<file path="src/include/corr_patterns.svh">
`ifndef CORR_PATTERNS_SVH
`define CORR_PATTERNS_SVH

// width of one coefficient word
`define CORR_PAT_W 8

// one word per correlator number, correlator 0 first
// bit k weights the sample that is k beats old
// a set bit adds the sample and a clear bit subtracts it
`define CORR_PATTERNS '{8'b1011_0001, 8'b0110_1010}

`endif

</file>
<file path="src/hw/corr_pkg.sv">
package corr_pkg;

  // sample and accumulator widths
  localparam int SAMPLE_W = 8;
  localparam int ACC_W    = 16;

  // defaults picked up by the top level
  localparam int DEF_LANES    = 4;
  localparam int DEF_CORR_LEN = 8;

  typedef logic signed [SAMPLE_W-1:0] sample_t;
  typedef logic signed [ACC_W-1:0]    acc_t;

  // lane counter, LANES-1 must fit
  typedef logic [$clog2(DEF_LANES)-1:0] lane_idx_t;

  // result source tag, correlator 0 or 1
  typedef logic corr_id_t;

  // correlator FSM
  typedef enum logic {
    COLLECT,
    HOLD
  } corr_state_t;

endpackage

</file>
<file path="src/hw/bit_corr.sv">
`timescale 1ns/1ps
`include "corr_patterns.svh"

module bit_corr #(
  parameter int LANES    = 4,
  parameter int CORR_LEN = 8,
  parameter int CORR_ID  = 0
) (
  input  logic                                clk,
  input  logic                                rst_n,
  input  logic                                lane_valid,
  output logic                                lane_ready,
  input  logic [LANES*corr_pkg::SAMPLE_W-1:0] lane_data,
  output logic                                res_valid,
  input  logic                                res_ready,
  output logic [LANES*corr_pkg::ACC_W-1:0]    res_data
);

  localparam logic [`CORR_PAT_W-1:0] PATTERN_SET [2] = `CORR_PATTERNS;

  corr_pkg::corr_state_t state;
  corr_pkg::lane_idx_t   lane;
  logic                  last_lane;
  logic                  step;
  corr_pkg::sample_t     sample;
  corr_pkg::acc_t        sample_ext;

  // adder chain, one adder per tap
  corr_pkg::acc_t chain_in  [CORR_LEN];
  corr_pkg::acc_t chain_out [CORR_LEN];

  // tap_mem[j][l] keeps adder j's last sum for lane l, feeds adder j+1
  corr_pkg::acc_t tap_mem [CORR_LEN-1][LANES];

  // finished sums of the current beat
  corr_pkg::acc_t slot [LANES];

  //////////////////////////////////////////////////////////////////////
  // lane sequencing
  //////////////////////////////////////////////////////////////////////

  assign last_lane = (lane == corr_pkg::lane_idx_t'(LANES - 1));

  // the beat itself is taken on the last lane
  assign lane_ready = (state == corr_pkg::COLLECT) && last_lane;
  assign step       = lane_valid && (state == corr_pkg::COLLECT);
  assign res_valid  = (state == corr_pkg::HOLD);

  always_ff @(posedge clk) begin
    if (!rst_n) begin
      state <= corr_pkg::COLLECT;
      lane  <= '0;
    end else begin
      case (state)
        corr_pkg::COLLECT: begin
          if (step) begin
            // counter wraps back to lane 0 after the last lane
            lane <= lane + 1'b1;
            if (last_lane) begin
              state <= corr_pkg::HOLD;
            end
          end
        end
        corr_pkg::HOLD: begin
          if (res_ready) begin
            state <= corr_pkg::COLLECT;
          end
        end
        default: state <= corr_pkg::COLLECT;
      endcase
    end
  end

  //////////////////////////////////////////////////////////////////////
  // adders and tap memories
  //////////////////////////////////////////////////////////////////////

  assign sample     = lane_data[lane * corr_pkg::SAMPLE_W +: corr_pkg::SAMPLE_W];
  assign sample_ext = corr_pkg::acc_t'(sample);

  // adder k sees the newest sample, which is CORR_LEN-1-k beats old at the output
  for (genvar k = 0; k < CORR_LEN; k++) begin : g_tap
    if (k == 0) begin : g_first
      assign chain_in[k] = '0;
    end else begin : g_rest
      assign chain_in[k] = tap_mem[k-1][lane];
    end
    assign chain_out[k] = PATTERN_SET[CORR_ID][CORR_LEN-1-k] ?
                          chain_in[k] + sample_ext :
                          chain_in[k] - sample_ext;
  end

  always_ff @(posedge clk) begin
    if (!rst_n) begin
      for (int j = 0; j < CORR_LEN - 1; j++) begin
        for (int l = 0; l < LANES; l++) begin
          tap_mem[j][l] <= '0;
        end
      end
    end else if (step) begin
      for (int j = 0; j < CORR_LEN - 1; j++) begin
        tap_mem[j][lane] <= chain_out[j];
      end
    end
  end

  // last adder fills the output slot, frozen while in HOLD
  always_ff @(posedge clk) begin
    if (step) begin
      slot[lane] <= chain_out[CORR_LEN-1];
    end
  end

  for (genvar l = 0; l < LANES; l++) begin : g_pack
    assign res_data[l*corr_pkg::ACC_W +: corr_pkg::ACC_W] = slot[l];
  end

endmodule

</file>
<file path="src/hw/result_arbiter.sv">
`timescale 1ns/1ps

module result_arbiter #(
  parameter int LANES = 4
) (
  input  logic                             clk,
  input  logic                             rst_n,
  input  logic [1:0]                       req_valid,
  output logic [1:0]                       req_ready,
  input  logic [LANES*corr_pkg::ACC_W-1:0] req_data0,
  input  logic [LANES*corr_pkg::ACC_W-1:0] req_data1,
  output logic                             out_valid,
  input  logic                             out_ready,
  output logic [LANES*corr_pkg::ACC_W-1:0] out_data,
  output corr_pkg::corr_id_t               out_src
);

  // correlator with priority on the next tie
  corr_pkg::corr_id_t ptr;
  corr_pkg::corr_id_t pick;
  logic               load_ok;
  logic               grant;

  //////////////////////////////////////////////////////////////////////
  // grant selection
  //////////////////////////////////////////////////////////////////////

  // output register empty or draining this cycle
  assign load_ok = !out_valid || out_ready;
  assign grant   = load_ok && (|req_valid);

  // priority side if it asks, else the other one
  assign pick = req_valid[ptr] ? ptr : ~ptr;

  assign req_ready[0] = grant && (pick == 1'b0);
  assign req_ready[1] = grant && (pick == 1'b1);

  //////////////////////////////////////////////////////////////////////
  // output register
  //////////////////////////////////////////////////////////////////////

  always_ff @(posedge clk) begin
    if (!rst_n) begin
      out_valid <= 1'b0;
      ptr       <= 1'b0;
    end else begin
      if (load_ok) begin
        out_valid <= |req_valid;
      end
      // pointer moves past the winner
      if (grant) begin
        ptr <= ~pick;
      end
    end
  end

  always_ff @(posedge clk) begin
    if (grant) begin
      out_data <= pick ? req_data1 : req_data0;
      out_src  <= pick;
    end
  end

endmodule

</file>
<file path="src/hw/corr_bank_top.sv">
`timescale 1ns/1ps

module corr_bank_top #(
  parameter int LANES    = corr_pkg::DEF_LANES,
  parameter int CORR_LEN = corr_pkg::DEF_CORR_LEN
) (
  input  logic                                clk,
  input  logic                                rst_n,
  input  logic                                in_valid,
  output logic                                in_ready,
  input  logic [LANES*corr_pkg::SAMPLE_W-1:0] in_data,
  output logic                                out_valid,
  input  logic                                out_ready,
  output logic [LANES*corr_pkg::ACC_W-1:0]    out_data,
  output corr_pkg::corr_id_t                  out_src
);

  logic [1:0]                       lane_valid;
  logic [1:0]                       lane_ready;
  logic [1:0]                       res_valid;
  logic [1:0]                       res_ready;
  logic [LANES*corr_pkg::ACC_W-1:0] res_data0;
  logic [LANES*corr_pkg::ACC_W-1:0] res_data1;

  // beat goes in only when both sit on their last lane
  assign in_ready = &lane_ready;

  // earlier lanes run freely, the last lane waits for the peer
  assign lane_valid[0] = in_valid && (lane_ready[1] || !lane_ready[0]);
  assign lane_valid[1] = in_valid && (lane_ready[0] || !lane_ready[1]);

  bit_corr #(
    .LANES    (LANES),
    .CORR_LEN (CORR_LEN),
    .CORR_ID  (0)
  ) u_corr0 (
    .clk        (clk),
    .rst_n      (rst_n),
    .lane_valid (lane_valid[0]),
    .lane_ready (lane_ready[0]),
    .lane_data  (in_data),
    .res_valid  (res_valid[0]),
    .res_ready  (res_ready[0]),
    .res_data   (res_data0)
  );

  bit_corr #(
    .LANES    (LANES),
    .CORR_LEN (CORR_LEN),
    .CORR_ID  (1)
  ) u_corr1 (
    .clk        (clk),
    .rst_n      (rst_n),
    .lane_valid (lane_valid[1]),
    .lane_ready (lane_ready[1]),
    .lane_data  (in_data),
    .res_valid  (res_valid[1]),
    .res_ready  (res_ready[1]),
    .res_data   (res_data1)
  );

  result_arbiter #(
    .LANES (LANES)
  ) u_arb (
    .clk       (clk),
    .rst_n     (rst_n),
    .req_valid (res_valid),
    .req_ready (res_ready),
    .req_data0 (res_data0),
    .req_data1 (res_data1),
    .out_valid (out_valid),
    .out_ready (out_ready),
    .out_data  (out_data),
    .out_src   (out_src)
  );

endmodule

</file>
<file path="config.mk">
export PLATFORM = sky130hd
export DESIGN_NAME = corr_bank_top
export DESIGN_NICKNAME = d
export VERILOG_FILES = /design/src/hw/corr_pkg.sv /design/src/hw/bit_corr.sv /design/src/hw/result_arbiter.sv /design/src/hw/corr_bank_top.sv
export VERILOG_INCLUDE_DIRS = /design/src /design/src/include
export SDC_FILE = /design/constraint.sdc
export NUM_CORES = 2
export LEC_CHECK = 0
export ABC_AREA = 1
export BUFFER_PORTS_ARGS = -buffer_cell sky130_fd_sc_hd__buf_2
export CAP_MARGIN = 20
export CORE_UTILIZATION = 45
export DETAILED_ROUTE_END_ITERATION = 6
export SLEW_MARGIN = 20
export SYNTH_ARGS = -nofsm -noshare
export SYNTH_HDL_FRONTEND = slang
export SYNTH_SLANG_ARGS = --single-unit
</file>
<file path="constraint.sdc">
create_clock -name clk -period 5.59 [get_ports clk]
set_clock_uncertainty 0.05 [all_clocks]
set_input_delay 0.2795 -clock clk [delete_from_list [all_inputs] [get_ports clk]]
set_output_delay 0.2795 -clock clk [all_outputs]
set_load 0.02 [all_outputs]
</file>
Word level (Yosys, flattened, before mapping)
Memories as Yosys holds them, arrays and structs flattened.
Cells that the tools add are included.
- reductions and logical operators: 21
- magnitude comparators: 5
- eq/ne operators: 2
- multiply operators: 0
- bitwise logic cells: 902
- mux-type cells: 963
- add/sub/neg operators: 17
- shifts and indexed selects: 2
- div/mod/pow operators: 0
- operators by type and width (kind ; count):
    $mux W1 ; 912
    $or A1 B1 Y1 ; 896
    $mux W16 ; 30
    $bmux W16 S2 ; 14
    $mux W64 ; 3
    $add A16 B8 Y16 ; 7
    $sub A16 B8 Y16 ; 7
    $demux W16 S2 ; 2
    $shiftx A32 B6 Y8 ; 2
    $logic_and A1 B1 Y1 ; 11
    $sub A1 B8 Y9 const A ; 1
    $ge A3 B3 Y1 const B ; 2
    $lt A3 B1 Y1 const B ; 2
    $not A2 Y3 ; 2
    $reduce_and A2 Y1 ; 3
    $add A2 B1 Y2 const B ; 2
    $eq A2 B2 Y1 const B ; 2
    $not A1 Y1 ; 4
    $pmux W1 S2 ; 2
    $logic_not A1 Y1 ; 3
    $logic_or A1 B1 Y1 ; 3
    $lt A1 B2 Y1 const B ; 1
    $reduce_or A2 Y1 ; 1
- latch bits: 0
- word-level logic and storage cells: 1924
- output and inout bits: 67
- bits in read-only memories: 0
- memories: 4
- input port bits: 36
- register bits: 73
- memory bits (writable): 1024
- memories (name ; words ; width ; rd ports ; clocked after memory_dff ; write ports ; line ; text):
    u_corr0.tap_mem ; 7 ; 64 ; 7 ; 0 ; 7 ; bit_corr.sv:33 ; corr_pkg::acc_t tap_mem [CORR_LEN-1][LANES];
    u_corr1.tap_mem ; 7 ; 64 ; 7 ; 0 ; 7 ; bit_corr.sv:33 ;
    u_corr0.slot ; 4 ; 16 ; 4 ; 0 ; 1 ; bit_corr.sv:36 ; corr_pkg::acc_t slot [LANES];
    u_corr1.slot ; 4 ; 16 ; 4 ; 0 ; 1 ; bit_corr.sv:36 ;

Longest topological paths before layout
- depth in word-level cells: 10
- depth in mapped cells: 22
- gate-level depth less buffers: 19

By module
Synthesis repeated with hierarchy kept, for this count alone.
- cell total of the unflattened synthesis: 5911
- area total of the unflattened synthesis: 51667.1 µm²
- modules (own cells, without submodules) (module ; instances ; cells each ; area an instance (µm²) ; seq. area each (µm²)):
    bit_corr (u_corr1) ; 1 ; 2829 ; 24755.0 ; 12832.3
    bit_corr (u_corr0) ; 1 ; 2784 ; 23980.5 ; 12712.2
    result_arbiter ; 1 ; 291 ; 2902.8 ; 1991.9
    corr_bank_top ; 1 ; 7 ; 28.8 ; 0.0

Least setup slack after synthesis
No wires, ideal clock.
- path kind: reg2reg
- from: reg u_arb.out_valid
- to: reg u_corr1.state, in the netlist u_corr1.res_valid
- setup slack: 1077 ps
- library setup time: 137 ps
- arrival: 4327 ps
- stages on the path, launching flop included: 7
- buffers on the path: 0
- period minus slack after synthesis: 4513 ps
- data required time: 5403 ps
- cells stage by stage: dfxtp_1 -> inv_1 -> nor2_1 -> a21oi_1 -> inv_1 -> o21ai_0 -> o21ai_0
- cells in the longest elaborated chain, start to end: 6
- ends and longest elaborated chain (item ; line ; text):
    start, declared ; result_arbiter.sv:12 ; output logic out_valid,
    start signal, assigned ; result_arbiter.sv:48 ; out_valid <= |req_valid;
    $logic_not A1 Y1 ; result_arbiter.sv:29 ; assign load_ok = !out_valid || out_ready;
    $logic_or A1 B1 Y1 ; result_arbiter.sv:29 ;
    $logic_and A1 B1 Y1 ; result_arbiter.sv:30 ; assign grant = load_ok && (|req_valid);
    named net u_arb.grant ; result_arbiter.sv:22 ; logic grant;
    $logic_and A1 B1 Y1 ; result_arbiter.sv:36 ; assign req_ready[1] = grant && (pick == 1'b1);
    $mux W1 ; bit_corr.sv:65 ; if (res_ready) begin
    $pmux W1 S2 ; bit_corr.sv:54 ; case (state)
    end signal, assigned ; bit_corr.sv:60 ; state <= corr_pkg::HOLD;
    end signal, assigned ; bit_corr.sv:66 ; state <= corr_pkg::COLLECT;
    end signal, assigned ; bit_corr.sv:69 ; default: state <= corr_pkg::COLLECT;
    end, declared ; bit_corr.sv:21 ; corr_pkg::corr_state_t state;
The timed path passes the listed nets, and every way through them passes these cells.
A chain may end at the register's enable or synchronous reset.

==> metrics <==
switching pwr=7.896 mW; status=completed; top cells by area, synth=edfxtp_1 40%, dfxtp_1 14%, nand2_1 9.9%, o21ai_0 6.8%, ha_1 5.2%; initial DRC count=3515; maximum vdd drop=0.2647 mV; Final Hold Viols=0; number of remaining DRC errors=0; TNS Setup=0 ns; Mapped Nets=6003; arrival time at the worst endpoint=4.89 ns; Post-Syn Instances=5741; Period minus WS final=4.439 ns; static leakage=23.90 nW; reg2reg setup slack=1.15 ns; slowest CP cell=dfxtp_4; Nets=6019; Crit. Startpoint=u_corr1.lane[0]; placed cell areas=52500 um2; cell mode on critical path=nand2_1; CTS tree=yes; TritonCTS buffer count=111; CP Capture Type=flop; gr ovfl total=0; Post-synth top cells=1340 x nand2_1, 693 x nor2_1, 687 x o21ai_0; die area=113800 um2; worst-path cell chain=inv_6 -> nand2_1 -> nand3_1 -> nand2_1 -> inv_1 -> ha_1 -> a21oi_1 -> a21boi_0 -> nor2_1 -> nand2_1 -> nand2_1 -> nand2_1 -> nand2_1 -> nor2_1; Top Ports=103; worst min-delay path class=in2reg; number of global-route vias before repair=37514; Clk pwr share=31.7%; synthesized area per cell=8.816 um2; fmax=225.3 MHz; RSZ-0062 raised after global routing=no; Ys Warns=0; # rows=122; Power Total=23.53 mW; CORE AREA=111100 um2; post-CTS sizing=0; Setup violations, final=0; gr usage total=24.07%; Design Area, Final=56250 um2; Area Growth Syn to Fin=11.14%; Wirelength per Cell=18.87 um; Most used DFF post-synth=edfxtp_1; global-route wire length before repair=213.9 mm; FF-to-FF End=u_corr1.tap_mem[2][58]; Final Non-Filler Cells=7350; Internal=15.64 mW; post-CTS setup buffers=0; CP Depth=14; Reg power frac=40.5%; Placer Congestion=0.9084; Mapped Area=50610 um2; Net Sw Frac=33.56%; CP bufs+invs=2; die width=337.4 um; CTS H-Tree Depth=3; critical path launch point type=flop; DRT Wirelength=138.7 mm; IO Port Bufs=102; Crit Path Class=reg2reg; ys async rst share=0%; count of different cell masters after synthesis=47; worst setup path end=u_corr1.tap_mem[2][58]; CP required=6.04 ns; drt pass-1 iters=6; initial antenna violation count=13; vias=39864; layout cells sized above 1=6.867%; R2R depth=14; most frequent cell after synthesis=nand2_1; Combinational Power Share=27.9%; worst slew pin tran=1.161 ns; Initial Util=45.54%; largest net degree at the start of global routing=192; cell count after placement=7130; Detail Route Antenna Nets=0; Rel. slew slack=22.51%; register area share after synthesis=54.41%; max cap viols=0; synthesized flop and latch total=1037; die extent in y=337.4 um; Synth area leader=edfxtp_1; Clock Sinks=1037; power per cell area=418.3 nW/um2; r2r startpoint=u_corr1.lane[0]; Clock Pin Slew Worst Setup and Hold Paths=0.07 ns; vias per std cell=5.424; biggest fanout along the worst timing path=104; area fraction of the dominant cell type after synthesis=40.17%; Post-synth EDFFs=677; fin crit share=79.40%; root buf cell=clkbuf_16; CP max stage delay=0.80 ns; Detail Placement HPWL=86.97 mm; insertion delay to the later sink of the worst-skew pair=0.72 ns; final core occ=50.62%; cell family with most CP delay=simple AND/OR/NAND/NOR gates; Slew Limit Fails=0; clk buf depth=3
-- how the worst min path moves through the flow --
| stage | startpoint | endpoint | cells past startpoint |
|---|---|---|---|
| final | in_valid | u_corr0.lane[1] | 5 |
| after detailed placement | u_corr0.tap_mem[0][297] | u_corr0.tap_mem[0][297] | 2 |
| after global placement | u_corr0.tap_mem[0][282] | u_corr0.tap_mem[0][282] | 2 |
| after global routing | in_valid | u_corr0.lane[1] | 5 |
| after floorplan | u_corr0.tap_mem[0][297] | u_corr0.tap_mem[0][297] | 2 |
| after CTS | in_valid | u_corr0.lane[1] | 5 |
-- flip-flops by register name, indices dropped and copies added, names as in the netlist --
register and cells:
u_arb.out_valid 1, u_arb.out_data 64, u_corr1.res_valid 1, u_corr1.lane 2
u_corr1.slot 64, u_corr0.res_valid 1, u_corr0.lane 2, u_corr0.tap_mem 416
u_corr1.tap_mem 420, u_corr0.slot 64, u_arb.out_src 1, u_arb.ptr 1
-- worst min-delay path, stage by stage --
cell	delay [ns]
buf_2	0.13
inv_1	0.17
nor2_1	0.10
nand2_4	0.13
a21oi_1	0.08
-- metrics by stage --
step / setup slack (ns) / hold slack (ns)
2_1_floorplan: 1.077 / 0.3706
3_3_place_gp: 1.218 / 0.3813
3_5_place_dp: 1.186 / 0.3842
4_1_cts: 1.167 / 0.1278
5_1_grt: 0.8975 / 0.1856
6_report: 1.151 / 0.1755
-- layer usage --
| layer | global-route usage (%) | vias up | routed length [um] |
|---|---|---|---|
| li1 | - | 19581 | - |
| met1 | 33.91 | 18973 | 63150 |
| met2 | 38.71 | 1134 | 62980 |
| met3 | 3.338 | 172 | 9495 |
| met4 | 6.720 | 4 | 3035 |
| met5 | 0 | - | 21 |
-- final cells by class --
type | count | area (um2)
multi-input combinational | 3995 | 20370
tap | 1488 | 1862
inverter | 440 | 1667
clock inverter | 75 | 724.4
clock buffer | 135 | 2987
antenna | 8 | 20.02
sequential | 1037 | 27550
timing repair buffer | 172 | 1069
fill | 10445 | 54880
-- layout by cell type (no fill, tap or decap), drive strengths merged, types with 15 or more instances in the layout --
cell type | synthesis | routed
nand4 | 39 | 39
clkbuf | 182 | 135
nor2 | 697 | 697
nand2 | 1350 | 1350
o22ai | 194 | 194
inv | 437 | 441
nand3 | 243 | 243
dfxtp | 360 | 360
clkinv | 3 | 54
buf | 87 | 170
xor2 | 59 | 59
xnor2 | 36 | 36
nor3 | 35 | 35
a21oi | 278 | 278
ha | 211 | 211
edfxtp | 677 | 677
a21o | 25 | 25
fa | 15 | 15
o21ai | 716 | 716
-- power groups by stage --
stage / Sequential (mW) / Clock [mW] / Combinational [mW]
detailed placement: 9.68 / 0 / 6.50
finish: 9.53 / 7.45 / 6.56
global route: 9.60 / 7.85 / 7.38
CTS: 9.52 / 7.56 / 6.54
global placement: 9.67 / 0 / 6.45
floorplan: 9.60 / 0 / 4.72
-- kinds of logic (layout without fill, tap and decap cells) --
logic type,count (synthesis),after routing,synth area share (%)
simple gates,2402,2402,19.10
compound gates,1272,1272,13.53
flops,1037,1037,54.41
buf+inv,709,822,5.510
fa+ha+maj,226,226,5.809
xor+xnor,95,95,1.644
other cells,0,8,0
-- timing repair --
action,4_1_cts,5_1_grt
hold buffers,2,0
setup endpoints to repair,0,0
hold endpoints to repair,15,0
No activity file was read; power rests on OpenSTA's default activity.
